**src/source/simd_pkg.sv**
```systemverilog
// Shared types and element helpers for one 64-bit lane of the vector unit
// Helpers assume idx < 64/SEW; higher indices give undefined shifts
package simd_pkg;

    localparam int DATA_W = 64;

    typedef logic [DATA_W-1:0] bus64_t;

    typedef enum logic [1:0] {
        SEW_8, SEW_16, SEW_32, SEW_64
    } sew_e;

    typedef enum logic [4:0] {
        VNOP,
        VADD, VSUB, VRSUB,
        VMIN, VMINU, VMAX, VMAXU,
        VMSEQ, VMSLT, VMSLTU, VMSLE, VMSLEU,
        VSLL, VSRL, VSRA,
        VMUL, VMULH, VMULHU,
        VAND, VOR, VXOR,
        VID, VMV, VMERGE
    } vop_e;

    typedef enum logic [2:0] {
        U_ADDSUB, U_COMP, U_SHIFT, U_MUL, U_LOGIC, U_ID, U_MOVE, U_NONE
    } unit_e;

    typedef struct packed {
        vop_e op;
        sew_e sew;
    } lane_instr_t;

    typedef struct packed {
        logic  valid;
        vop_e  op;
        sew_e  sew;
        unit_e unit;
    } lane_ctrl_t;

    // Element idx of word, sign or zero extended by one bit
    function automatic logic [DATA_W:0] elem_get(bus64_t word, int unsigned idx, sew_e sew,
                                                 logic sgn);
        int unsigned w;
        bus64_t      top;
        bus64_t      val;
        w   = 8 << sew;
        top = word << (DATA_W - (idx + 1) * w);  // Element moved to the MSBs
        if (sgn) begin
            val = bus64_t'($signed(top) >>> (DATA_W - w));
        end else begin
            val = top >> (DATA_W - w);
        end
        return {sgn & top[DATA_W-1], val};
    endfunction

    // ORs the low SEW bits of val into element idx of word
    function automatic bus64_t elem_put(bus64_t word, int unsigned idx, sew_e sew, bus64_t val);
        int unsigned w;
        bus64_t      mask;
        w    = 8 << sew;
        mask = {DATA_W{1'b1}} >> (DATA_W - w);
        return word | ((val & mask) << (idx * w));
    endfunction

endpackage

```
**src/source/lane_ctrl.sv**
```systemverilog
// Decode and two-stage control pipeline of the lane
// Only the valid bits are reset; the other control fields follow them
`timescale 1ns/1ps

module lane_ctrl (
    input  logic                  clk_i,
    input  logic                  rst_n_i,
    input  logic                  valid_i,
    input  simd_pkg::lane_instr_t instr_i,
    output simd_pkg::lane_ctrl_t  issue_ctrl_o,
    output simd_pkg::lane_ctrl_t  s1_ctrl_o,
    output simd_pkg::lane_ctrl_t  s2_ctrl_o
);
    import simd_pkg::*;

    unit_e      unit;
    lane_ctrl_t s1_q;
    lane_ctrl_t s2_q;

    // Opcode to result class
    always_comb begin
        case (instr_i.op)
            VADD, VSUB, VRSUB: unit = U_ADDSUB;
            VMIN, VMINU, VMAX, VMAXU,
            VMSEQ, VMSLT, VMSLTU, VMSLE, VMSLEU: unit = U_COMP;
            VSLL, VSRL, VSRA: unit = U_SHIFT;
            VMUL, VMULH, VMULHU: unit = U_MUL;
            VAND, VOR, VXOR: unit = U_LOGIC;
            VID: unit = U_ID;
            VMV, VMERGE: unit = U_MOVE;
            default: unit = U_NONE;  // VNOP and unused codes
        endcase
    end

    assign issue_ctrl_o = '{valid: valid_i, op: instr_i.op, sew: instr_i.sew, unit: unit};

    always_ff @(posedge clk_i) begin
        s1_q <= issue_ctrl_o;
        s2_q <= s1_q;
        if (!rst_n_i) begin
            s1_q.valid <= 1'b0;  // Kills anything in flight
            s2_q.valid <= 1'b0;
        end
    end

    assign s1_ctrl_o = s1_q;
    assign s2_ctrl_o = s2_q;

endmodule

```
**config.mk**
```make
export PLATFORM = sky130hd
export DESIGN_NAME = lane_ctrl
export DESIGN_NICKNAME = d
export VERILOG_FILES = /design/src/source/simd_pkg.sv /design/src/source/lane_ctrl.sv
export SDC_FILE = /design/constraint.sdc
export NUM_CORES = 1
export LEC_CHECK = 0
export BUFFER_PORTS_ARGS = -buffer_cell sky130_fd_sc_hd__buf_2
export CAP_MARGIN = 20
export CORE_MARGIN = 8
export CORE_UTILIZATION = 40
export CTS_BUF_LIST = sky130_fd_sc_hd__clkbuf_2
export DETAILED_ROUTE_END_ITERATION = 10
export PLACE_DENSITY = 0.75
export SLEW_MARGIN = 20
export SYNTH_ARGS = -nofsm -noshare
export SYNTH_HDL_FRONTEND = slang
export SYNTH_SLANG_ARGS = --single-unit
export TNS_END_PERCENT = 50
```
**constraint.sdc**
```tcl
create_clock -name clk_i -period 1.1 [get_ports clk_i]
set_input_delay 0.055 -clock clk_i [delete_from_list [all_inputs] [get_ports clk_i]]
set_output_delay 0.055 -clock clk_i [all_outputs]
set_load 0.02 [all_outputs]
```
==> results.md <==
* Num rows at 14
* Final TNS setup at 0 ns
* Vias at 537
* Hold Path Stages at 2
* CP most frequent cell: buf_2
* Synth async-reset ratio at 0%
* CTS-repair resized insts at 0
* Worst Max-Slew Pin Slew at 0.225 ns
* Vias per cell at 4.59
* DRT Pass-1 Iters at 2
* Tcrit/Tclk final at 93.9%
* Port buffer count at 42
* Share of layout cells above drive strength 1 at between 40 and 50%
* CTS Root Buffer Type: clkbuf_2
* H-tree level count at 1
* Final wirelength at 1600 um
* Synth warn at 0
* Family with the most delay on the worst path: compound AO/OA/AOI/OAI gates
* CTS tree: done
* CTS Buf Count at 3
* Syn_area_per_cell at 11.8 um^2
* Outcome: finished clean
* WP buf/inv at 2
* CORE AREA at 1510 um^2
* Leak at 0.000464 uW
* Ordered cell list for the critical path: buf_2 -> nor2b_1 -> a211o_1 -> a21oi_1 -> buf_2
* Crit. path cell count at 5
* Post-synth cell types at 18
* Antenna viol nets, final at 0
* Synth-to-Final Area Change at 44.4%
* I/O Pins at 43
* Kind of start point of the critical path: primary input
* Chip Width at approximately 56 um
* CP arrival at between 0.9 and 1 ns
* Die Span Y at around 56 um
* Overflow after GRT at 0
* Diodes inserted at 0
* Design Power at 1420 uW
* Gr usage total at between 10 and 15%
* Slowest cell delay on critical path at around 0.27 ns
* Routed len/inst at 13.6 um
* Setup crit end kind: primary output
* Worst clock skew at approximately 0.006 ns
* Slew Viols, Final at 0
* Worst skew pair latency at 0.29 ns
* Number of max-cap violations at 0
* Post-synthesis sequential area ratio at 69.2%
* Flops & latches, synth at 22
* Worst hold path type: in2reg
* Clock slew at reported path FFs at approximately 0.17 ns
* Syn_nets at 64
* Total die area at 3120 um^2
* Final Hold Vio Count at 0
* Mapped Area at between 600 and 700 um^2
* Headroom to the max-slew limit at 84.9%
* R2r worst-path depth at 1
* Antenna violations before repair at 0
* WS Path Type: in2out
* Postcts setup bufs at 0
* Largest net degree at the start of global routing at 12
* First-pass GRT wire length at ~2600 um
* Clock sinks at 22
* Min Tclk post-route at 1.03 ns
* Peak supply drop at 0.000807 V
* Fin nets at 113
* Gp weighted congestion at 0.759
* PwrDens at approximately 1500 nW/um^2
* Setup violators final at 0
* Max Clk Rate at 968 MHz
* First DRT Iteration DRCs at 2
* Hold-fix buffers at CTS at 9
* Clock buffer depth at 2
* Crit path max fanout at 9
* Post-synth EDFFs at 0
* Post-route DRC at 0
* RSZ-0062 raised after global routing: false
* Vias in the first global route at between 500 and 600
* Initial Util at 42.3%
* CP max stage cell: a211o_1
* Worst EP required at 1.04 ns
* Synth Instances at 54
* Top_reg_cell synth: dfxtp_1
area by class of cell:
| class | count | area [um^2] |
|---|---|---|
| fill | 136 | 587 |
| multi-input combinational | 23 | 133 |
| sequential | 22 | 440 |
| tap | 16 | 20.0 |
| timing repair buffer | 52 | 308 |
| inverter | 1 | 3.75 |
| clock buffer | 3 | 15.0 |
report_power, final:
group          internal (uW)  leakage, uW  switching (uW)
clock network           74.4    0.0000125             202
logic                    106     0.000267             177
registers                850     0.000185            14.4
total                   1030     0.000464             394
synth_stat cells, types with 2 or more instances:
| library cell | number | share of area, % |
|---|---|---|
| nand2_1 | 3 | 1.8 |
| dfxtp_1 | 22 | 69 |
| nor2b_1 | 2 | 2.0 |
| nor2_1 | 4 | 2.4 |
| buf_4 | 8 | 9.4 |
| and2_1 | 2 | 2.0 |
| o21ai_1 | 2 | 1.6 |
state kept, by name, summed over array words and instances (netlist names):
register   cells
s1_ctrl_o     11
s2_ctrl_o     11
layer usage:
layer	GRT usage, %	routed length [um]	vias to the layer above
met5	0	0	-
met4	7.22	19	0
met3	3.88	149	2
met2	17.5	786	26
met1	10.2	640	242
li1	-	-	267
layout by cell type, fill, tap and decap left out:
master	instances
a211o_1	1
a211o_2	1
a21boi_0	1
a21oi_1	1
and2_1	2
and3_1	1
buf_2	42
buf_4	1
clkbuf_2	3
dfxtp_1	22
dlygate4sd3_1	9
inv_1	1
nand2_1	3
nand2b_2	1
nand4_1	1
nor2_1	4
nor2b_1	2
nor4_1	1
o21a_1	1
o21ai_0	1
o21ai_1	2
kinds of logic after synthesis:
family	share of synthesized area, %
AO/OA/AOI/OAI	8.45
flip-flops	69.2
AND/OR/NAND/NOR	12.4
buffers and inverters	10.0
stage by stage:
stage | std cells | cell area, um^2 | setup WS, ns | hold WS (ns) | util, %
after global placement | 105 | 815 | 0.115 | 0.167 | 54.1
final | 117 | 920 | 0.0674 | 0.0711 | 61.0
after floorplan | 54 | 637 | 0.112 | 0.0827 | -
after global routing | 117 | 920 | 0.00365 | 0.0354 | 61.0
after detailed placement | 105 | 815 | 0.0642 | 0.171 | 54.1
after CTS | 117 | 920 | 0.0603 | 0.0484 | 61.0
final timing paths:
| kind | start | end | slack [ns] |
|---|---|---|---|
| worst max register to register | s1_ctrl_o[10] | s2_ctrl_o[10] | 0.55 |
| worst min register to register | s1_ctrl_o[4] | s2_ctrl_o[4] | 0.36 |
| worst max-delay path | instr_i[4] | issue_ctrl_o[0] | 0.07 |
| worst min-delay path | instr_i[6] | s1_ctrl_o[2] | 0.07 |
Note: power is estimated with default switching activity, not from simulation.
